### config.mk
export PLATFORM = sky130hd
export DESIGN_NAME = cart_bus_ctrl
export DESIGN_NICKNAME = d
export VERILOG_FILES = /design/src/verilog/cart_pkg.sv /design/src/verilog/cart_bus_ctrl.sv
export SDC_FILE = /design/constraint.sdc
export NUM_CORES = 1
export LEC_CHECK = 0
export BUFFER_PORTS_ARGS = -buffer_cell sky130_fd_sc_hd__buf_2
export CAP_MARGIN = 20
export CORE_ASPECT_RATIO = 1.2
export CORE_MARGIN = 2
export CORE_UTILIZATION = 30
export DETAILED_ROUTE_END_ITERATION = 8
export GPL_TIMING_DRIVEN = 1
export HOLD_SLACK_MARGIN = 0.05
export PLACE_DENSITY = 0.85
export SKIP_LAST_GASP = 1
export SLEW_MARGIN = 20
export SYNTH_ARGS = -nofsm -noshare
export SYNTH_HDL_FRONTEND = slang
export SYNTH_SLANG_ARGS = --single-unit
### constraint.sdc
create_clock -name clk -period 1.2 [get_ports clk]
set_input_delay 0.18 -clock clk [delete_from_list [all_inputs] [get_ports clk]]
set_output_delay 0.18 -clock clk [all_outputs]
set_load 0.01 [all_outputs]
### src/verilog/cart_pkg.sv
// bus types, port map and ws2812 timing for the cartridge I/O side
// LED timing counts assume clk at 42.95 MHz; only 8-bit I/O cycles are modelled
`default_nettype none

package cart_pkg;

	// -----------------------------------------------
	// widths with a meaning
	// -----------------------------------------------
	typedef logic [7:0] io_addr_t;			// z80 I/O port number
	typedef logic [7:0] io_data_t;			// slot data byte

	localparam int VRAM_AW = 10;			// 1 KiB on-chip vram
	typedef logic [VRAM_AW-1:0] vram_addr_t;

	// one request from the slot side
	typedef struct packed {
		logic     valid;
		logic     write;
		io_addr_t address;
		io_data_t wdata;
	} bus_req_t;

	// one block's answer
	typedef struct packed {
		logic     ready;
		io_data_t rdata;	// FFh while rdata_en is low
		logic     rdata_en;	// one cycle after an accepted read
	} bus_rsp_t;

	typedef struct packed {
		logic [7:0] red;
		logic [7:0] green;
		logic [7:0] blue;
	} led_rgb_t;

	// -----------------------------------------------
	// port map
	// -----------------------------------------------
	localparam io_addr_t GPIO_BASE = 8'h10;	// 10h..13h
	localparam io_addr_t VDP_BASE  = 8'h98;	// 98h data, 99h setup

	// ws2812 bit timing in clk cycles
	localparam int WS_T0H    = 17;		// ~0.4 us high for a 0
	localparam int WS_T1H    = 34;		// ~0.8 us high for a 1
	localparam int WS_TBIT   = 54;		// ~1.25 us per bit
	localparam int WS_TLATCH = 2150;	// >50 us low, LED latches colour

	localparam int WS_CNT_W = $clog2(WS_TLATCH);
	typedef logic [WS_CNT_W-1:0] ws_cnt_t;	// wide enough for the latch gap

endpackage

`default_nettype wire

### src/verilog/cart_bus_ctrl.sv
// port decode and response merge; one request in flight at a time
// ports outside 10h..13h and 98h/99h are answered here with FFh
`timescale 1ns/1ps
`default_nettype none

module cart_bus_ctrl (
	input  wire                 clk,
	input  wire                 arst_n,
	input  wire cart_pkg::bus_req_t bus_req,
	input  wire cart_pkg::bus_rsp_t gpio_rsp,
	input  wire cart_pkg::bus_rsp_t vram_rsp,
	output cart_pkg::bus_rsp_t  bus_rsp,
	output cart_pkg::bus_req_t  gpio_req,
	output cart_pkg::bus_req_t  vram_req
);

	typedef enum logic {
		ST_IDLE,
		ST_WAIT_DATA	// read accepted, strobe not out yet
	} state_t;

	state_t state;
	logic   sel_gpio;
	logic   sel_vdp;
	logic   accept;
	logic   ff_en;		// registered FFh answer, unclaimed read

	// -----------------------------------------------
	// address decode
	// -----------------------------------------------
	assign sel_gpio = (bus_req.address[7:2] == cart_pkg::GPIO_BASE[7:2]);	// four ports
	assign sel_vdp  = (bus_req.address[7:1] == cart_pkg::VDP_BASE[7:1]);	// two ports

	// forward only the low bits, valid to the selected block only
	always_comb begin
		gpio_req         = bus_req;
		gpio_req.address = {6'd0, bus_req.address[1:0]};
		gpio_req.valid   = bus_req.valid & sel_gpio & (state == ST_IDLE);

		vram_req         = bus_req;
		vram_req.address = {6'd0, bus_req.address[1:0]};
		vram_req.valid   = bus_req.valid & sel_vdp & (state == ST_IDLE);
	end

	// -----------------------------------------------
	// response merge
	// -----------------------------------------------
	always_comb begin
		bus_rsp.ready = 1'b0;				// no acceptance while waiting for data
		if (state == ST_IDLE) begin
			if (sel_gpio) begin
				bus_rsp.ready = gpio_rsp.ready;
			end else if (sel_vdp) begin
				bus_rsp.ready = vram_rsp.ready;	// low during prefetch refill
			end else begin
				bus_rsp.ready = 1'b1;		// unclaimed, answered at once
			end
		end

		bus_rsp.rdata_en = gpio_rsp.rdata_en | vram_rsp.rdata_en | ff_en;
		if (gpio_rsp.rdata_en) begin
			bus_rsp.rdata = gpio_rsp.rdata;
		end else if (vram_rsp.rdata_en) begin
			bus_rsp.rdata = vram_rsp.rdata;
		end else begin
			bus_rsp.rdata = 8'hFF;			// idle bus and unclaimed reads
		end
	end

	assign accept = bus_req.valid & bus_rsp.ready;

	always_ff @(posedge clk or negedge arst_n) begin
		if (!arst_n) begin
			state <= ST_IDLE;
			ff_en <= 1'b0;
		end else begin
			ff_en <= accept & ~bus_req.write & ~sel_gpio & ~sel_vdp;
			case (state)
				ST_IDLE: begin
					if (accept && !bus_req.write) begin
						state <= ST_WAIT_DATA;
					end
				end
				ST_WAIT_DATA: begin
					if (bus_rsp.rdata_en) begin
						state <= ST_IDLE;	// strobe leaves this cycle
					end
				end
				default: state <= ST_IDLE;
			endcase
		end
	end

endmodule

`default_nettype wire

==> flow_metrics.py <==
metrics = {
    "detailed_routing": {
        "ant_nets": 0,
        "drc": 0,
        "dr.pass1.iters": 4,
        "initialDrtViolationCount": 6,
        "route.vias.total": 566,
        "detail_route.wl_per_cell_um": 12.5,
        "via_count_normalized_by_instance_count": 4.53,
        "wirelength_routed_mm": 1.56,
    },
    "finish": {
        "area_growth_syn_to_layout_pct": 18.4,
        "layout.cells.non_filler": 125,
        "fin_nets": 149,
        "count_of_antenna_diodes_in_the_layout": 0,
        "drive_above_1_share": 0.495,
    },
    "sta": {
        "postLayoutSetupSlackWorst_ns": -0.0812,
        "timing_hold_violations_final": 0,
        "timing.fmax_mhz": 781,
        "rsz0062_at_grt": "yes",
        "timing.hold.ws_ns": 0.250,
        "fin_skew_ns": 0.00419,
        "report.final.slew_viol_count": 0,
        "setup_viol_count_final": 2,
        "final.period_utilization": 1.07,
        "layout_min_cycle_time_ns": 1.28,
        "setup-tns-final_ns": -0.114,
    },
    "yosys": {
        "syn-cell-area_sq_um": 537,
        "post_synth_fa_ha_maj_area_fraction": 0,
        "post_synth_mux_area_share": 0,
        "yosysSeqAreaShare": 0.0932,
        "syn_avg_cell_area_sq_um": 6.79,
        "combinational_family_with_the_most_area_after_synthesis": "buffers and inverters",
        "synthXorXnorAreaFrac": 0,
        "synth-seq-cells": 2,
        "syn-instance-count": 79,
        "synth_cell_type_count": 18,
        "synthSimpleGateAreaFrac": 0.226,
        "synth-compound-area-share": 0.126,
        "ys.warnings.count": 0,
    },
    "placement": {
        "port_buffers": 46,
        "place.gp.congestion": 0.722,
        "placed_cells": 120,
        "place.detailed.hpwl_mm": 1.27,
    },
    "clocking": {
        "cts.path.max_buffers": 2,
        "cts_tree": "built",
        "cts_htree_levels": 1,
        "cts.root.buffer_cell": "sky130_fd_sc_hd__clkbuf_4",
        "insertion_delay_ns": 0.24,
        "tritoncts_num_sinks": 2,
        "cts_buffers": 3,
        "clk_pin_slew_ns": 0.03,
    },
    "setup_path": {
        "critical_path_cell_count": 3,
        "critical_path.cell_chain": "nand3b_1 -> nor3_1 -> buf_2",
        "cp_data_arrival_time_ns": 1.10,
        "cp_max_stage_cell": "sky130_fd_sc_hd__dfrtp_1",
        "worstReg2RegEnd": "ff_en",
        "worst_path_fanout_max": 2,
        "critPathRequiredTime_ns": 1.02,
        "setup.worst_path.class": "reg2out",
        "r2r.worst_path.cells": 2,
        "regToRegStartpoint": "state",
        "setup.worst_path.start_class": "register",
        "r2r_slack_ns": 0.33,
        "worst_path_dominant_cell_family": "flip-flops",
        "cpPeakStageDelay_ns": 0.39,
        "critical_path.endpoint_type": "output port",
        "worst-path-buf-inv": 1,
    },
    "power": {
        "clock_share_of_power": 0.370,
        "power.switching_fraction": 0.358,
        "vdd_ir_drop_max_mv": 0.443,
        "sequential_power_share": 0.178,
        "power_density_nw_per_um2": 671,
        "cellLeakagePower_nw": 0.377,
        "power.total_mw": 0.427,
        "power.share.combinational": 0.452,
        "internal-power_mw": 0.274,
        "power.net_switching_mw": 0.153,
    },
    "floorplanning": {
        "fp-row-count": 16,
        "die-height_um": 50.3,
        "die-width_um": 42.6,
        "area_of_the_core_sq_um": 1660,
        "die-area_sq_um": 2150,
        "initial_core_util": 0.323,
        "ioPinCount": 86,
    },
    "grt": {
        "use_met1": 0.149,
        "grt_start_max_net_pins": 9,
        "met3_usage": 0.0216,
        "grt_antenna_before_repair": 0,
        "grt_most_used_layer": "met2",
        "grt_pass1_vias": 523,
        "use_met2": 0.267,
        "globalRouteTotalUtil": 0.142,
        "grt_first_pass_wirelength_mm": 2.25,
        "grt_overflow_total": 0,
    },
    "hold_path": {
        "whs_endpoint": "state",
        "hold_depth": 3,
        "hold_path_class": "in2reg",
        "hold_path_startpoint": "bus_req[17]",
    },
    "run_status": {
        "violations_in_the_final_reports": "negative setup slack",
        "run_status": "complete, but fails checks",
    },
    "flow_run": {
        "cap_violations": 0,
    },
}
[power by group through the flow]
stage          sequential [mW]  combinational [mW]  clock (mW)
3_5_place_dp            0.0775               0.179           0
3_3_place_gp            0.0770               0.176           0
6_report                0.0760               0.193       0.158
4_1_cts                 0.0758               0.188       0.158
2_1_floorplan           0.0763               0.180           0
5_1_grt                 0.0764               0.211       0.170
[stage by stage]
step / worst slack, ns / utilization / instance area [sq um]
final: -0.0812 / 0.383 / 636
after global routing: -0.146 / 0.383 / 636
after CTS: -0.0838 / 0.372 / 618
after detailed placement: -0.0168 / 0.348 / 578
after global placement: -0.00481 / 0.348 / 578
after floorplan: 0.163 / - / 578
[area by class of cell]
class	count	area, sq um
multi-input cells	44	239
clock buffers	3	22.5
flip-flops and latches	2	50.0
inverters	9	33.8
repair buffers	49	268
well taps	18	22.5
fillers	175	1030
[cell usage in the layout, fill, tap and decap left out]
cell type and count:
sky130_fd_sc_hd__nor4b_4 1, sky130_fd_sc_hd__o21ai_0 1, sky130_fd_sc_hd__dlygate4sd3_1 1, sky130_fd_sc_hd__nor3b_1 1, sky130_fd_sc_hd__nor2_1 9, sky130_fd_sc_hd__a211oi_1 1, sky130_fd_sc_hd__buf_6 2, sky130_fd_sc_hd__o31ai_1 1
sky130_fd_sc_hd__inv_1 9, sky130_fd_sc_hd__conb_1 12, sky130_fd_sc_hd__dfrtp_1 2, sky130_fd_sc_hd__nor3_2 1, sky130_fd_sc_hd__clkbuf_4 3, sky130_fd_sc_hd__nor4bb_1 1, sky130_fd_sc_hd__buf_2 44, sky130_fd_sc_hd__a21oi_1 8
sky130_fd_sc_hd__nand3b_1 2, sky130_fd_sc_hd__buf_4 2, sky130_fd_sc_hd__o21a_1 1, sky130_fd_sc_hd__nand2_1 1, sky130_fd_sc_hd__nor3_1 2, sky130_fd_sc_hd__nand2b_1 2
[sequential cells by signal, summed over array words and instances, names as in the netlist]
signal / flops
ff_en: 1
state: 1
[repair_timing]
item	CTS	global route
endpoints found under the setup margin	2	4
hold endpoints to repair	2	0
pin swaps	0	2
hold buffers	1	0
gates cloned	0	0
buffers inserted	1	0
gates resized for setup	0	3
[synthesized netlist by cell type]
| master | instances | area, sq um |
|---|---|---|
| sky130_fd_sc_hd__buf_2 | 1 | 5.00 |
| sky130_fd_sc_hd__dfrtp_1 | 2 | 50.1 |
| sky130_fd_sc_hd__inv_1 | 9 | 33.8 |
| sky130_fd_sc_hd__nand2_1 | 1 | 3.75 |
| sky130_fd_sc_hd__nor3b_1 | 1 | 7.51 |
| sky130_fd_sc_hd__nor4bb_1 | 1 | 10.0 |
| sky130_fd_sc_hd__a21oi_1 | 8 | 40.0 |
| sky130_fd_sc_hd__o21a_1 | 1 | 7.51 |
| sky130_fd_sc_hd__conb_1 | 1 | 3.75 |
| sky130_fd_sc_hd__o31ai_1 | 1 | 7.51 |
| sky130_fd_sc_hd__nor3_1 | 3 | 15.0 |
| sky130_fd_sc_hd__nor2_1 | 9 | 33.8 |
| sky130_fd_sc_hd__nor4b_4 | 1 | 23.8 |
| sky130_fd_sc_hd__a211oi_1 | 1 | 7.51 |
| sky130_fd_sc_hd__nand2b_1 | 2 | 12.5 |
| sky130_fd_sc_hd__nand3b_1 | 2 | 15.0 |
| sky130_fd_sc_hd__buf_4 | 34 | 255 |
| sky130_fd_sc_hd__o21ai_0 | 1 | 5.00 |
[how the worst max path moves through the flow]
stage / startpoint / to / slack (ns)
global route: state / gpio_req[17] / -0.15
finish: state / gpio_req[17] / -0.08
CTS: state / gpio_req[17] / -0.08
global placement: bus_req[10] / gpio_req[17] / -0.005
detailed placement: bus_req[10] / gpio_req[17] / -0.02
floorplan: bus_req[10] / gpio_req[17] / 0.16
[worst register-to-register path: stages (launching register included)]
cell and delay [ns]:
sky130_fd_sc_hd__dfrtp_1 0.39, sky130_fd_sc_hd__buf_4 0.15, sky130_fd_sc_hd__a211oi_1 0.22
[per-layer routing]
layer  wire length [um]  vias up  share of wire
met3                213        7           0.14
met4                 30        0          0.019
met1                588      230           0.38
met2                726       67           0.47
li1                   -      262              -
met5                  0        -              0
[logic make-up after synthesis]
logic type	Yosys count
AOI/OAI and AO/OA	12
buffers and inverters	44
DFF	2
other	1
and+or+nand+nor	20
Note: power is estimated with default switching activity, not from simulation.
