### src/verilog/cart_pkg.sv
// bus types, port map and ws2812 timing for the cartridge I/O side
// LED timing counts assume clk at 42.95 MHz; only 8-bit I/O cycles are modelled
`default_nettype none

package cart_pkg;

	// -----------------------------------------------
	// widths with a meaning
	// -----------------------------------------------
	typedef logic [7:0] io_addr_t;			// z80 I/O port number
	typedef logic [7:0] io_data_t;			// slot data byte

	localparam int VRAM_AW = 10;			// 1 KiB on-chip vram
	typedef logic [VRAM_AW-1:0] vram_addr_t;

	// one request from the slot side
	typedef struct packed {
		logic     valid;
		logic     write;
		io_addr_t address;
		io_data_t wdata;
	} bus_req_t;

	// one block's answer
	typedef struct packed {
		logic     ready;
		io_data_t rdata;	// FFh while rdata_en is low
		logic     rdata_en;	// one cycle after an accepted read
	} bus_rsp_t;

	typedef struct packed {
		logic [7:0] red;
		logic [7:0] green;
		logic [7:0] blue;
	} led_rgb_t;

	// -----------------------------------------------
	// port map
	// -----------------------------------------------
	localparam io_addr_t GPIO_BASE = 8'h10;	// 10h..13h
	localparam io_addr_t VDP_BASE  = 8'h98;	// 98h data, 99h setup

	// ws2812 bit timing in clk cycles
	localparam int WS_T0H    = 17;		// ~0.4 us high for a 0
	localparam int WS_T1H    = 34;		// ~0.8 us high for a 1
	localparam int WS_TBIT   = 54;		// ~1.25 us per bit
	localparam int WS_TLATCH = 2150;	// >50 us low, LED latches colour

	localparam int WS_CNT_W = $clog2(WS_TLATCH);
	typedef logic [WS_CNT_W-1:0] ws_cnt_t;	// wide enough for the latch gap

endpackage

`default_nettype wire

### src/verilog/cart_gpio.sv
// LED colour registers at offsets 0..2, send strobe and busy flag at offset 3
// always ready; read data is registered one cycle after acceptance
`timescale 1ns/1ps
`default_nettype none

module cart_gpio (
	input  wire                 clk,
	input  wire                 arst_n,
	input  wire cart_pkg::bus_req_t req,
	input  wire                 led_busy,
	output cart_pkg::bus_rsp_t  rsp,
	output logic                led_send,
	output cart_pkg::led_rgb_t  led_color
);

	cart_pkg::led_rgb_t color_q;
	cart_pkg::io_data_t rdata_q;
	logic               rdata_en_q;
	logic               wr_acc;
	logic               rd_acc;
	logic [1:0]         offset;

	// no wait states here
	assign rsp    = '{ready: 1'b1, rdata: rdata_q, rdata_en: rdata_en_q};
	assign wr_acc = req.valid & req.write;
	assign rd_acc = req.valid & ~req.write;
	assign offset = req.address[1:0];

	assign led_color = color_q;

	always_ff @(posedge clk or negedge arst_n) begin
		if (!arst_n) begin
			color_q    <= '0;		// LED dark until programmed
			led_send   <= 1'b0;
			rdata_en_q <= 1'b0;
			rdata_q    <= 8'hFF;
		end else begin
			led_send   <= wr_acc & (offset == 2'd3);	// data byte ignored
			rdata_en_q <= rd_acc;
			rdata_q    <= 8'hFF;

			// colour writes, also taken while a frame is running
			if (wr_acc) begin
				case (offset)
					2'd0:    color_q.red   <= req.wdata;
					2'd1:    color_q.green <= req.wdata;
					2'd2:    color_q.blue  <= req.wdata;
					default: ;
				endcase
			end

			if (rd_acc) begin
				case (offset)
					2'd0:    rdata_q <= color_q.red;
					2'd1:    rdata_q <= color_q.green;
					2'd2:    rdata_q <= color_q.blue;
					// strobe in flight already counts as busy
					default: rdata_q <= {7'd0, led_busy | led_send};
				endcase
			end
		end
	end

endmodule

`default_nettype wire

### config.mk
export PLATFORM = sky130hd
export DESIGN_NAME = cart_gpio
export DESIGN_NICKNAME = d
export VERILOG_FILES = /design/src/verilog/cart_pkg.sv /design/src/verilog/cart_gpio.sv
export SDC_FILE = /design/constraint.sdc
export NUM_CORES = 1
export LEC_CHECK = 0
export BUFFER_PORTS_ARGS = -buffer_cell sky130_fd_sc_hd__buf_2
export CORE_ASPECT_RATIO = 0.7
export CORE_MARGIN = 10
export CORE_UTILIZATION = 35
export DETAILED_ROUTE_END_ITERATION = 8
export PLACE_DENSITY_LB_ADDON = 0.2
export REMOVE_ABC_BUFFERS = 1
export SYNTH_ARGS = -nofsm -noshare
export SYNTH_HDL_FRONTEND = slang
export SYNTH_SLANG_ARGS = --single-unit
export TNS_END_PERCENT = 10
### constraint.sdc
create_clock -name clk -period 0.8 [get_ports clk]
set_input_delay 0 -clock clk [delete_from_list [all_inputs] [get_ports clk]]
set_output_delay 0 -clock clk [all_outputs]
set_load 0.02 [all_outputs]
==> metrics.cfg, run 1 <==
[final_layout]
final_core_util_pct=53.1
multi_input_area_sq_um=549
mostFrequentLayoutCells=32 x buf_2, 26 x dfrtp_1, 21 x mux2_2, 15 x buf_6, 13 x buf_4
layout-drive-gt1-share_pct=61.4
fin_nets=191
area_growth_pct=46.2
nFillCells=366
regArea_sq_um=861
final_common_cell=buf_2
antenna_cells_inserted=0
fin_area_sq_mm=0.00210

[drt]
drt_wl_total_um=3890
drtIter0Drc=30
detail_route.wl_per_cell_um=17.4
ant_nets=0
firstDrtPassIters=4
route.detailed.drc=0
vias=1080
viasPerCell=4.84

[sta]
max_clock_freq_mhz=1080
setup_ws_ns=-0.127
skew_ns=0.00391
final-setup-viol-count=34
rsz0062_at_grt=true
hold_viol=0
report.final.slew_viol_count=0
fin_crit_ns=0.927
timing.final.crit_share_pct=116

[setup_path]
critPathKind=register to primary output
r2r-start=led_send
path_max_fanout=1
crit_arrival_ns=0.93
cp_top_family=flip-flops
rrSetupSlack_ns=-0.07
cpMaxStageDelayCell=dfstp_2
crit_chain=buf_6
r2r_cells=3
timing.rr.end=rdata_q[0]
critPathBufInv=1
max_stage_delay_ns=0.53
startpoint_type=register
required_ns=0.80
cp-end-kind=primary output

[power_and_ir_drop]
irDropWorstVdd_uv=1490
finalPower_uw=4970
power_density_mw_per_mm2=2370
power.leakage_uw=0.000997

[hold_path]
hold_end=rdata_q[0]
holdPathStages=3
min_from=led_busy
hold_path.class=input port to register

[floorplanning]
top_level_ports=56
die_w_um=96.5
die-area_sq_mm=0.00710
core_sq_mm=0.00395
die_h_um=73.6
start_util_pct=36.3
rows=19

[synthesis]
yosys.area.top_type=dfrtp_1
ys_seq_area_share_pct=60.0
netlist_area_sq_mm=0.00143
netlist.area_leader.share_pct=45.4
yosysWarnings=0
avgSynthCellArea_sq_um=14.3
synth_seq_cells=34
yosys-top-cells-area=dfrtp_1 45%, mux2_2 19%, dfstp_2 15%
synth_cell_type_count=22
synth_cells=100

[status]
failed_checks=negative setup slack
status=finished with violations

[clock_tree]
cts-buffers-inserted=5
cts_tree=done
h-tree-depth=2
clk_pin_slew_ns=0.06
postCtsSetupRepairBufs=0
cts_buffer_depth=2
cts-root-buf=clkbuf_8
clock_latency_ns=0.28
cts.sink_count=34

[global_route]
antenna_found_initial=0
track_usage_pct=11.3
grt_pass1_wl_um=5930
gr-total-overflow=0
grt_pass1_vias=1184
grt_max_degree=35

[placed_design]
place_ws_ns=-0.204
port_buffers=48
dpl_cell_area_sq_mm=0.00180
hpwl_um=2850
place_congestion=0.799

[run]
maxCapViolCount=0

state kept, by name, indices dropped and copies added (netlist names):
name	count
led_color	24
rdata_q	8
led_send	1
rdata_en_q	1
synth_stat cells:
cell / count
a21oi_1: 7
buf_2: 3
buf_4: 2
buf_6: 1
clkbuf_1: 1
conb_1: 1
dfrtp_1: 26
dfstp_2: 8
inv_1: 1
mux2_2: 24
mux2i_1: 8
nand2_1: 1
nand2_2: 1
nand2b_1: 2
nand3_4: 1
nand4b_2: 1
nor2_1: 1
nor2b_2: 1
nor3_4: 1
o211ai_1: 1
o21ai_0: 7
o221ai_1: 1
worst max-delay path by stage:
stage,endpoint,from,depth (start not counted)
after floorplan,rdata_q[0],led_send,3
after global placement,led_color[0],req[9],4
after detailed placement,led_color[0],req[9],4
after CTS,rsp[2],rdata_q[1],1
after global routing,rsp[4],rdata_q[3],1
final,rsp[2],rdata_q[1],1
final cells by class:
cell class / count / share of cell area [%]
clock buffers: 8 / 3.82
inverters: 1 / 0.179
well taps: 52 / 3.10
flip-flops and latches: 34 / 41.1
repair buffers: 70 / 25.6
multi-input cells: 58 / 26.2
per-stage QoR:
| step | instances | TNS [ns] | hold slack (ns) |
|---|---|---|---|
| floorplan | 93 | -1.08 | -0.296 |
| global placement | 206 | -4.75 | -0.0303 |
| detailed placement | 206 | -5.39 | -0.0275 |
| CTS | 223 | -2.55 | 0.0402 |
| global route | 223 | -3.34 | 0.0417 |
| finish | 223 | -2.10 | 0.0462 |
repair_timing:
action / in CTS / in global routing
resized for setup: 20 / 17
hold buffers: 9 / 0
pin swaps: 2 / 0
hold endpoints to repair: 58 / 0
endpoints found under the setup margin: 35 / 44
cells by family (layout without fill, tap and decap cells):
| family | count (synthesis) | count (layout) | synth area share (%) |
|---|---|---|---|
| flip-flops | 34 | 34 | 60.0 |
| buffers and inverters | 8 | 79 | 3.40 |
| multiplexers | 32 | 32 | 24.4 |
| other | 1 | 1 | 0.262 |
| AND/OR/NAND/NOR | 9 | 9 | 5.85 |
| AO/OA/AOI/OAI | 16 | 16 | 6.02 |
layer usage:
metal	part of all wire [%]	wire, um	global-route usage [%]
met1	44	1720	12.7
met2	43	1670	17.8
met3	11	417	4.78
met4	2.3	89	6.27
met5	0	0	0
power by group:
part,switching [uW],total [uW],internal (uW)
Combinational,772,1490,720
Clock,573,1190,617
Sequential,246,2290,2050
Total,1590,4970,3380
No activity file was read; power rests on OpenSTA's default activity.
==> run 2, diff against run 1 <==
--- a/config.mk
+++ b/config.mk
@@ -6,7 +6,6 @@
 export NUM_CORES = 1
 export LEC_CHECK = 0
 export BUFFER_PORTS_ARGS = -buffer_cell sky130_fd_sc_hd__buf_2
-export CORE_ASPECT_RATIO = 0.7
 export CORE_MARGIN = 10
 export CORE_UTILIZATION = 35
 export DETAILED_ROUTE_END_ITERATION = 8
==> metrics.cfg, run 2 (synthesis gave the netlist of run 1 again) <==
[setup_path]
cp_top_family=flip-flops  ; unchanged
cpMaxStageDelayCell=dfstp_2  ; unchanged
crit_chain=buf_6  ; unchanged
startpoint=rdata_q[3]  ; was rdata_q[1]
crit_arrival_ns=0.93  ; about the same
cp-end-kind=primary output  ; unchanged
max_stage_delay_ns=0.53  ; about the same
rrSetupSlack_ns=-0.06  ; was -0.07 ns
r2r-start=led_send  ; unchanged
required_ns=0.80  ; about the same
critPathBufInv=1  ; unchanged
critPathKind=register to primary output  ; unchanged
path_max_fanout=1  ; unchanged
startpoint_type=register  ; unchanged

[clock_tree]
h-tree-depth=2  ; unchanged
cts.sink_count=34  ; unchanged
cts_buffer_depth=2  ; unchanged
postCtsSetupRepairBufs=0  ; unchanged
cts-root-buf=clkbuf_8  ; unchanged
cts_tree=done  ; unchanged
clock_latency_ns=0.28  ; about the same
clk_pin_slew_ns=0.07  ; was 0.06 ns
cts-buffers-inserted=5  ; unchanged

[run]
maxCapViolCount=0  ; unchanged

[status]
failed_checks=negative setup slack  ; unchanged
status=finished with violations  ; unchanged

[final_layout]
fin_area_sq_mm=0.00207  ; was 0.00210 sq mm
final_common_cell=buf_2  ; unchanged
nFillCells=360  ; was 366
regArea_sq_um=861  ; unchanged
layout-drive-gt1-share_pct=60.1  ; was 61.4%
mostFrequentLayoutCells=32 x buf_2, 26 x dfrtp_1, 23 x mux2_2, 16 x buf_6, 9 x buf_4  ; was 32 x buf_2, 26 x dfrtp_1, 21 x mux2_2, 15 x buf_6, 13 x buf_4
antenna_cells_inserted=0  ; unchanged
area_growth_pct=44.1  ; was 46.2%
multi_input_area_sq_um=528  ; was 549 sq um
fin_nets=188  ; was 191
largest_reg_flops=24  ; unchanged

[floorplanning]
die-area_sq_mm=0.00706  ; was 0.00710 sq mm
start_util_pct=36.1  ; was 36.3%
core_sq_mm=0.00397  ; was 0.00395 sq mm
rows=23  ; was 19
top_level_ports=56  ; unchanged
die_h_um=84.0  ; was 73.6 um
die_w_um=84.0  ; was 96.5 um

[sta]
fin_crit_ns=0.929  ; was 0.927 ns
setup_ws_ns=-0.129  ; was -0.127 ns
timing.hold.ws_ns=0.0245  ; was 0.0462 ns
max_clock_freq_mhz=1080  ; about the same
rsz0062_at_grt=true  ; unchanged
final-setup-viol-count=34  ; unchanged
report.final.slew_viol_count=0  ; unchanged
hold_viol=0  ; unchanged
skew_ns=0.00682  ; was 0.00391 ns
timing.final.crit_share_pct=116  ; about the same

[power_and_ir_drop]
irDropWorstVdd_uv=1260  ; was 1490 uV
power.leakage_uw=0.000987  ; was 0.000997 uW
power_density_mw_per_mm2=2440  ; was 2370 mW/mm^2

[global_route]
grt_pass1_wl_um=6320  ; was 5930 um
gr-total-overflow=0  ; unchanged
antenna_found_initial=0  ; unchanged
grt_pass1_vias=1224  ; was 1184
grt_max_degree=35  ; unchanged
track_usage_pct=11.3  ; about the same

[placed_design]
place_congestion=0.705  ; was 0.799
hpwl_um=2720  ; was 2850 um
port_buffers=48  ; unchanged
dpl_cell_area_sq_mm=0.00178  ; was 0.00180 sq mm

[drt]
route.detailed.drc=0  ; unchanged
viasPerCell=4.74  ; was 4.84
drtIter0Drc=30  ; unchanged
drt_wl_total_um=3770  ; was 3890 um
ant_nets=0  ; unchanged
firstDrtPassIters=4  ; unchanged
detail_route.wl_per_cell_um=17.3  ; was 17.4 um
vias=1033  ; was 1080

[hold_path]
hold_path.class=input port to register  ; unchanged
min_from=led_busy  ; unchanged

[run 2: final timing paths]
path / end / depth (start not counted)
worst min register to register: rdata_q[3] / 2
max in group asynchronous: rdata_q[6] / 3
worst min-delay path: rdata_q[0] / 3
min in group asynchronous: led_color[4] / 3
worst max register to register: rdata_q[0] / 3
worst max-delay path: rsp[4] / 1
[run 2: report_power, final]
part / leakage [uW] / internal, uW / switching [uW]
registers: 0.000399 / 2040 / 238
logic: 0.000542 / 701 / 753
clock network: 0.0000455 / 701 / 593
[run 2: cell type report]
type	instances	area share [%]
clock buffer	8	4.36
inverter	1	0.182
multi-input combinational	58	25.6
sequential	34	41.7
tap	50	3.03
timing repair buffer	67	25.2
[run 2: metal layers]
metal | routed length [um] | part of all wire [%] | global-route usage, % | vias up
met1 | 1670 | 44 | 13.3 | 499
met3 | 287 | 7.6 | 4.59 | 7
met4 | 58 | 1.5 | 4.57 | 0
met2 | 1760 | 47 | 17.7 | 44
li1 | - | - | - | 483
met5 | 0 | 0 | 0 | -
[run 2: what timing repair did]
action | in CTS | in global routing
setup endpoints to repair | 35 | 43
hold endpoints to repair | 58 | 0
hold buffers | 9 | 0
pin swaps | 2 | 1
resized for setup | 18 | 17
[run 2: through the flow]
stage	setup slack [ns]	power (uW)	std cells	util (%)	setup TNS [ns]
4_1_cts	-0.139	4980	218	50.8	-2.48
5_1_grt	-0.159	5300	218	52.0	-3.16
6_report	-0.129	5030	218	52.0	-1.99
2_1_floorplan	-0.132	3000	93	-	-1.08
3_5_place_dp	-0.228	3580	201	44.8	-4.99
3_3_place_gp	-0.193	3560	201	44.8	-4.18
