===== src/verilog/cart_pkg.sv =====
// bus types, port map and ws2812 timing for the cartridge I/O side
// LED timing counts assume clk at 42.95 MHz; only 8-bit I/O cycles are modelled
`default_nettype none

package cart_pkg;

	// -----------------------------------------------
	// widths with a meaning
	// -----------------------------------------------
	typedef logic [7:0] io_addr_t;			// z80 I/O port number
	typedef logic [7:0] io_data_t;			// slot data byte

	localparam int VRAM_AW = 10;			// 1 KiB on-chip vram
	typedef logic [VRAM_AW-1:0] vram_addr_t;

	// one request from the slot side
	typedef struct packed {
		logic     valid;
		logic     write;
		io_addr_t address;
		io_data_t wdata;
	} bus_req_t;

	// one block's answer
	typedef struct packed {
		logic     ready;
		io_data_t rdata;	// FFh while rdata_en is low
		logic     rdata_en;	// one cycle after an accepted read
	} bus_rsp_t;

	typedef struct packed {
		logic [7:0] red;
		logic [7:0] green;
		logic [7:0] blue;
	} led_rgb_t;

	// -----------------------------------------------
	// port map
	// -----------------------------------------------
	localparam io_addr_t GPIO_BASE = 8'h10;	// 10h..13h
	localparam io_addr_t VDP_BASE  = 8'h98;	// 98h data, 99h setup

	// ws2812 bit timing in clk cycles
	localparam int WS_T0H    = 17;		// ~0.4 us high for a 0
	localparam int WS_T1H    = 34;		// ~0.8 us high for a 1
	localparam int WS_TBIT   = 54;		// ~1.25 us per bit
	localparam int WS_TLATCH = 2150;	// >50 us low, LED latches colour

	localparam int WS_CNT_W = $clog2(WS_TLATCH);
	typedef logic [WS_CNT_W-1:0] ws_cnt_t;	// wide enough for the latch gap

endpackage

`default_nettype wire


===== src/verilog/ws2812_tx.sv =====
// single-LED ws2812 serialiser: 24 bits GRB, MSB first, then the latch gap
// a send while busy is dropped; colour is sampled on the accepted send only
`timescale 1ns/1ps
`default_nettype none

module ws2812_tx (
	input  wire                 clk,
	input  wire                 arst_n,
	input  wire                 send,
	input  wire cart_pkg::led_rgb_t color,
	output logic                busy,
	output logic                led
);

	typedef enum logic [1:0] {
		ST_IDLE,
		ST_HIGH,	// pulse part of a bit
		ST_LOW,		// rest of the bit period
		ST_LATCH	// reset gap after the frame
	} state_t;

	state_t            state;
	logic [23:0]       shift;		// grb word, bit 23 goes out next
	logic [4:0]        bit_cnt;
	cart_pkg::ws_cnt_t timer;
	cart_pkg::ws_cnt_t t_high;		// last cycle of the high pulse

	// pulse width from the current bit
	assign t_high = shift[23] ? cart_pkg::ws_cnt_t'(cart_pkg::WS_T1H - 1)
	                          : cart_pkg::ws_cnt_t'(cart_pkg::WS_T0H - 1);

	assign busy = (state != ST_IDLE);
	assign led  = (state == ST_HIGH);

	// -----------------------------------------------
	// bit timing FSM
	// -----------------------------------------------
	always_ff @(posedge clk or negedge arst_n) begin
		if (!arst_n) begin
			state   <= ST_IDLE;
			timer   <= '0;
			bit_cnt <= '0;
		end else begin
			case (state)
				ST_IDLE: begin
					timer   <= '0;
					bit_cnt <= '0;
					if (send) begin
						state <= ST_HIGH;	// line rises next cycle
					end
				end
				ST_HIGH: begin
					timer <= timer + 1'b1;
					if (timer == t_high) begin
						state <= ST_LOW;
					end
				end
				ST_LOW: begin
					if (timer == cart_pkg::ws_cnt_t'(cart_pkg::WS_TBIT - 1)) begin
						timer   <= '0;
						bit_cnt <= bit_cnt + 1'b1;
						state   <= (bit_cnt == 5'd23) ? ST_LATCH : ST_HIGH;
					end else begin
						timer <= timer + 1'b1;
					end
				end
				ST_LATCH: begin
					if (timer == cart_pkg::ws_cnt_t'(cart_pkg::WS_TLATCH - 1)) begin
						state <= ST_IDLE;
					end else begin
						timer <= timer + 1'b1;
					end
				end
				default: state <= ST_IDLE;
			endcase
		end
	end

	// shift word, loaded on send and advanced at each bit end
	always_ff @(posedge clk) begin
		if (state == ST_IDLE && send) begin
			shift <= {color.green, color.red, color.blue};
		end else if (state == ST_LOW
		             && timer == cart_pkg::ws_cnt_t'(cart_pkg::WS_TBIT - 1)) begin
			shift <= {shift[22:0], 1'b0};
		end
	end

endmodule

`default_nettype wire


===== config.mk =====
export PLATFORM = sky130hd
export DESIGN_NAME = ws2812_tx
export DESIGN_NICKNAME = d
export VERILOG_FILES = /design/src/verilog/cart_pkg.sv /design/src/verilog/ws2812_tx.sv
export SDC_FILE = /design/constraint.sdc
export NUM_CORES = 1
export LEC_CHECK = 0
export ABC_AREA = 1
export BUFFER_PORTS_ARGS = -buffer_cell sky130_fd_sc_hd__clkbuf_2
export CELL_PAD_IN_SITES_DETAIL_PLACEMENT = 0
export CELL_PAD_IN_SITES_GLOBAL_PLACEMENT = 1
export CORE_ASPECT_RATIO = 1.2
export CORE_UTILIZATION = 25
export CTS_CLUSTER_SIZE = 20
export DETAILED_ROUTE_END_ITERATION = 10
export PLACE_DENSITY_LB_ADDON = 0.1
export RECOVER_POWER = 50
export SYNTH_ARGS = -nofsm -noshare
export SYNTH_HDL_FRONTEND = slang
export SYNTH_SLANG_ARGS = --single-unit

===== constraint.sdc =====
create_clock -name clk -period 4.7 [get_ports clk]
set_clock_uncertainty 0.1 [all_clocks]
set_input_delay 0.235 -clock clk [delete_from_list [all_inputs] [get_ports clk]]
set_output_delay 0.235 -clock clk [all_outputs]
set_load 0.02 [all_outputs]

==> metrics.yaml, run 1 <==
run_status:
  outcome: "finished clean"
routing:
  ant_nets: 0
  drcViolationCount: 0
  dr.first_iter.drc_count: 61
  wl_um: 4380
  wl_per_cell_um: 12.1
  first_pass_iters: 4
  avgViaCountPerCell: 4.11
  vias: 1482
logic_synthesis:
  synth_fp_nets: 243
  ys_types: 27
  synth-seq-cells: 43
  yosysWarnings: 0
  syn_area_um2: 2160
  netlist_instances: 213
  syn_avg_cell_area_um2: 10.1
  ys_seq_area_share_pct: 55.4
clock_tree:
  cts_tree: "yes"
  cts_max_level: 2
  cts_buffers: 5
  cts.sinks: 43
  clock_latency_ps: 300
  cts.repair.resized: 0
  clockBufferDepth: 2
  clk_pin_slew_ps: 100
  clockRootBuffer: "clkbuf_8"
pwr:
  seqPwrFrac_pct: 55.6
  vdd_ir_drop_max_mv: 0.114
  combPwrFrac_pct: 2.1
  swShare_pct: 20.8
  p_per_area_nw_per_um2: 281
  p_int_uw: 562
  power.leakage_uw: 0.000986
  finalPower_uw: 710
  p_clk_share_pct: 42.3
  p_switching_uw: 148
layout:
  final_common_cell: "nand2_1"
  diodes: 0
  syn_to_final_growth_pct: 16.9
  mostFrequentLayoutCells: "nand2_1, nor2_1, inv_1, clkbuf_2, edfxtp_1"
  drive_above_1_share_pct: 25.1
  post-route-util_pct: 30.6
  num-fill-cells: 881
  fin_area_um2: 2520
  nets: 276
critical_path:
  crit_chain: "nor2_1, nand2_1, nand2_1"
  startpoint_type: "flop"
  critPathRequiredTime_ps: 4400
  cp_common_cell: "nand2_1"
  cpLargestDelayFamily: "simple AND/OR/NAND/NOR gates"
  crit_type: "reg -> reg"
  cp_num_buf_inv: 0
  arrival_ps: 2410
  crit_path_end_kind: "flop"
  path_max_fanout: 25
  slowest_delay_ps: 880
  critPathSlowestCell: "nand2_1"
sta:
  fin_crit_sh_pct: 57.8
  drv_slew: 0
  finalWorstPathRequiredPeriod_ps: 2710
  slew_headroom_pct: 24.4
  hold_viol: 0
  timing.fmax_mhz: 368
  worst_pin_slew_ps: 1130
  tns_ps: 0
  rsz0062_at_grt: "false"
  setup_viol: 0
placed_design:
  dp_hpwl_um: 3120
  gp_congestion: 0.709
  post_dp_cell_area_um2: 2420
  portBuffers: 28
floorplanning:
  die_h_um: 104
  die_w_um: 86.8
  ios: 29
  rows: 36
  die_area_um2: 9010
  start_util_pct: 26.2
  coreArea_um2: 8240
global_route:
  grt_pass1_wl_um: 7630
  grt_max_degree: 26
  grt_usage_pct: 10.9
  overflow: 0
  first_global_vias: 1618
  antenna_found_initial: 0
min_path:
  hold_class: "in -> reg"
job:
  cap_violations: 0
-- synthesized netlist by cell type --
cell       n  area share [%]
buf_2      2            0.46
nand2_1   41             7.1
buf_6      1            0.52
dfrtp_1   19              22
mux2i_1    1            0.46
o22ai_1    2            0.58
inv_2      1            0.17
or2_2      1            0.29
nand3_2    2            0.93
nand2_2    3            0.87
nor2_1    31             5.4
a31oi_1    1            0.29
mux2_2    23              12
o21ai_0    4            0.93
nand4_1    2            0.58
nor2_2     3            0.87
o21bai_1   1            0.35
ha_1       3             1.7
nand3b_1   1            0.35
nor3_1     3            0.70
nand3_1   10             2.3
xor2_1     5             2.0
edfxtp_1  24              33
xnor2_1    1            0.41
nor3_2     1            0.46
a21oi_1    1            0.23
inv_1     26             4.5
-- layer usage --
layer / global-route usage [%] / routed length [um]
met1: 14.1 / 2180
met2: 17.7 / 2000
met3: 2.15 / 122
met4: 3.69 / 74
met5: 0 / 0
-- cell type report --
class	count	area, um2	area share [%]
sequential	43	1200	47.4
multi-input combinational	140	827	32.8
inverter	27	101	4.02
tap	114	143	5.65
timing repair buffer	29	146	5.80
clock inverter	2	37.5	1.49
clock buffer	6	72.6	2.88
-- registers in the layout (all words and copies together), names as in the netlist --
name	cells
state	2
bit_cnt	5
timer	12
shift	24
-- per-stage QoR --
step           cells  setup slack [ps]  hold slack [ps]
2_1_floorplan    213              2690             -161
3_3_place_gp     352              2280              146
3_5_place_dp     352              2280              152
4_1_cts          361              2240              124
5_1_grt          361              1590              124
6_report         361              1990              127
-- final timing paths --
path	slack (ps)	to	cells past startpoint	from
max	1990	shift[23]	3	state[0]
min in group asynchronous	560	timer[2]	2	arst_n
min reg2reg	420	bit_cnt[1]	2	bit_cnt[1]
min	130	shift[14]	2	color[22]
max in group asynchronous	3250	bit_cnt[1]	2	arst_n
max reg2reg	1990	shift[23]	3	state[0]
-- timing repair --
item	4_1_cts	5_1_grt
hold buffers	1	0
setup buffers	0	0
endpoints found under the hold margin	19	0
-- cell families after synthesis --
group	share of synthesized area, %
multiplexers	12.5
XOR/XNOR	2.43
flip-flops	55.4
adder cells (fa/ha/maj)	1.74
AND/OR/NAND/NOR	19.9
buffers and inverters	5.68
AO/OA/AOI/OAI	2.38
-- power by group through the flow --
stage                     Clock, uW  Combinational, uW  Sequential, uW
after detailed placement          0               15.1             403
after global placement            0               15.2             403
after floorplan                   0              0.375             403
final                           300               14.7             395
after global routing            321               17.2             395
after CTS                       308               15.8             395
(Power assumes the default switching activity.)
==> inputs of run 2 (changes only) <==
clock period = 2.4 ns   (was 4.7 ns; I/O delays follow)
==> run 2 against run 1 <==
  * Register-to-register slack got worse by 1600 ps
  * Total power increased by 94%
  * Combinational power grew 94%
  * Clock power rose by 91%
  * Utilization increased by 0.21 points
  * Die area unchanged
  * Largest cell class unchanged
  * Largest power group unchanged
  * Highest routed layer unchanged
==> metrics.yaml, run 2 (synthesis results as in run 1) <==
global_route:
  grtUsageMet1_pct: 11.9  # was 14.1%
  first_global_vias: 1557  # was 1,618
  overflow: 0  # unchanged
  use_met3_pct: 2.47  # was 2.15%
  grt_usage_pct: 10.7  # was 10.9%
  gr-max-usage-layer: "met2"  # unchanged
  grt_pass1_wl_um: 7310  # was 7630 um
  antenna_found_initial: 0  # unchanged
  met2_usage_pct: 19.4  # was 17.7%
  grt_max_degree: 26  # unchanged
pwr:
  power.leakage_uw: 0.000996  # was 0.000986 uW
  vdd_ir_drop_max_mv: 0.315  # was 0.114 mV
  p_per_area_nw_per_um2: 541  # was 281 nW/um2
sta:
  rsz0062_at_grt: "false"  # unchanged
  tns_ps: 0  # unchanged
  worst_pin_slew_ps: 1160  # was 1130 ps
  worst_slack_ps: 397  # was 1990 ps
  fin_crit_sh_pct: 83.5  # was 57.8%
  finalWorstPathRequiredPeriod_ps: 2000  # was 2710 ps
  slew_headroom_pct: 22.7  # was 24.4%
  timing.fmax_mhz: 499  # was 368 MHz
  hold_viol: 0  # unchanged
  setup_viol: 0  # unchanged
  drv_slew: 0  # unchanged
routing:
  avgViaCountPerCell: 4.05  # was 4.11
  ant_nets: 0  # unchanged
  dr.first_iter.drc_count: 35  # was 61
  drcViolationCount: 0  # unchanged
  first_pass_iters: 3  # was 4
  wl_per_cell_um: 12.1  # about the same
  vias: 1469  # was 1,482
  wl_um: 4410  # was 4380 um
clock_tree:
  cts.sinks: 43  # unchanged
  cts_max_level: 2  # unchanged
  cts_tree: "yes"  # unchanged
  clock_latency_ps: 300  # about the same
  clockRootBuffer: "clkbuf_8"  # unchanged
  cts_setup_buffers: 0  # unchanged
  clk_pin_slew_ps: 90  # was 100 ps
  cts_buffers: 5  # unchanged
  clockBufferDepth: 2  # unchanged
placed_design:
  dp_hpwl_um: 3240  # was 3120 um
  pre_cts_slack_ps: 476  # was 2280 ps
  gp_congestion: 0.719  # was 0.709
  portBuffers: 28  # unchanged
layout:
  diodes: 0  # unchanged
  top_regs: "shift: 24 flops, timer: 12 flops, bit_cnt: 5 flops"  # unchanged
  largest_register: "shift"  # unchanged
  nets: 278  # was 276
  largest_reg_flops: 24  # unchanged
  final_common_cell: "nand2_1"  # unchanged
  syn_to_final_growth_pct: 17.7  # was 16.9%
  mostFrequentLayoutCells: "nand2_1, nor2_1, inv_1, clkbuf_2, edfxtp_1"  # unchanged
  drive_above_1_share_pct: 26.1  # was 25.1%
critical_path:
  startpoint_type: "flop"  # unchanged
  arrival_ps: 1960  # was 2410 ps
  crit_type: "reg -> reg"  # unchanged
  critPathRequiredTime_ps: 2350  # was 4400 ps
  path_max_fanout: 16  # was 25
  crit_path_end_kind: "flop"  # unchanged
run_status:
  outcome: "finished clean"  # unchanged
floorplanning:
  rows: 36  # unchanged
  die_h_um: 104  # unchanged
  start_util_pct: 26.2  # unchanged
  coreArea_um2: 8240  # unchanged
  die_area_um2: 9010  # unchanged
  die_w_um: 86.8  # unchanged
  ios: 29  # unchanged
min_path:
  hold_class: "in -> reg"  # unchanged
job:
  cap_violations: 0  # unchanged
[run 2: changes by cell type in the layout (fill, tap and decap cells not counted)]
cell | before | now
clkbuf_2 | 25 | 26
buf_4 | 0 | 1
nand3_1 | 11 | 10
nand3_2 | 1 | 2
[run 2: layer usage]
layer / wire, um / share of wire, %
met1: 1920 / 43
met3: 123 / 2.8
met2: 2300 / 52
met4: 70 / 1.6
met5: 0 / 0
[run 2: layout make-up]
type                    instances  area, um2
inverters                      27        101
multi-input cells             140        832
clock buffers                   6       72.6
clock inverters                 2       37.5
repair buffers                 31        159
fillers                       880       5700
flip-flops and latches         43       1200
well taps                     114        143
[run 2: per-stage QoR]
| stage | instance area (um2) | total power, uW | util (%) | hold slack [ps] | instances |
|---|---|---|---|---|---|
| after global routing | 2540 | 1430 | 30.8 | 3.78 | 363 |
| after floorplan | 2160 | 790 | - | -276 | 213 |
| after detailed placement | 2430 | 818 | 29.5 | 34.7 | 354 |
| after CTS | 2550 | 1400 | 31.0 | 5.23 | 363 |
| after global placement | 2430 | 818 | 29.5 | 26.9 | 354 |
| final | 2540 | 1370 | 30.8 | 11.8 | 363 |
[run 2: timing repair]
| action | 4_1_cts | 5_1_grt |
|---|---|---|
| hold endpoints to repair | 19 | 0 |
| hold buffers | 1 | 0 |
| gates resized for setup | 0 | 0 |
[run 2: final timing paths]
| check | start | endpoint | slack [ps] | cells after the start |
|---|---|---|---|---|
| setup / recovery | state[0] | shift[6] | 400 | 4 |
| hold / removal | color[0] | shift[0] | 10 | 3 |
| setup reg to reg | state[0] | shift[6] | 400 | 4 |
| hold reg to reg | bit_cnt[1] | bit_cnt[1] | 430 | 2 |
| max in group asynchronous | arst_n | bit_cnt[1] | 1040 | 2 |
| min in group asynchronous | arst_n | timer[4] | 470 | 2 |
[run 2: where the power goes]
group	internal [uW]	switching, uW	leakage [uW]	total, uW
registers	773	0	0.000381	773
clock network	311	263	0.0000514	573
logic	16.0	12.5	0.000564	28.5
[run 2: worst max-delay path, cell delays in order (launching register included)]
cell,delay (ps)
dfrtp_1,400
nor2_1,80
nand2_1,350
clkbuf_2,440
mux2_2,380
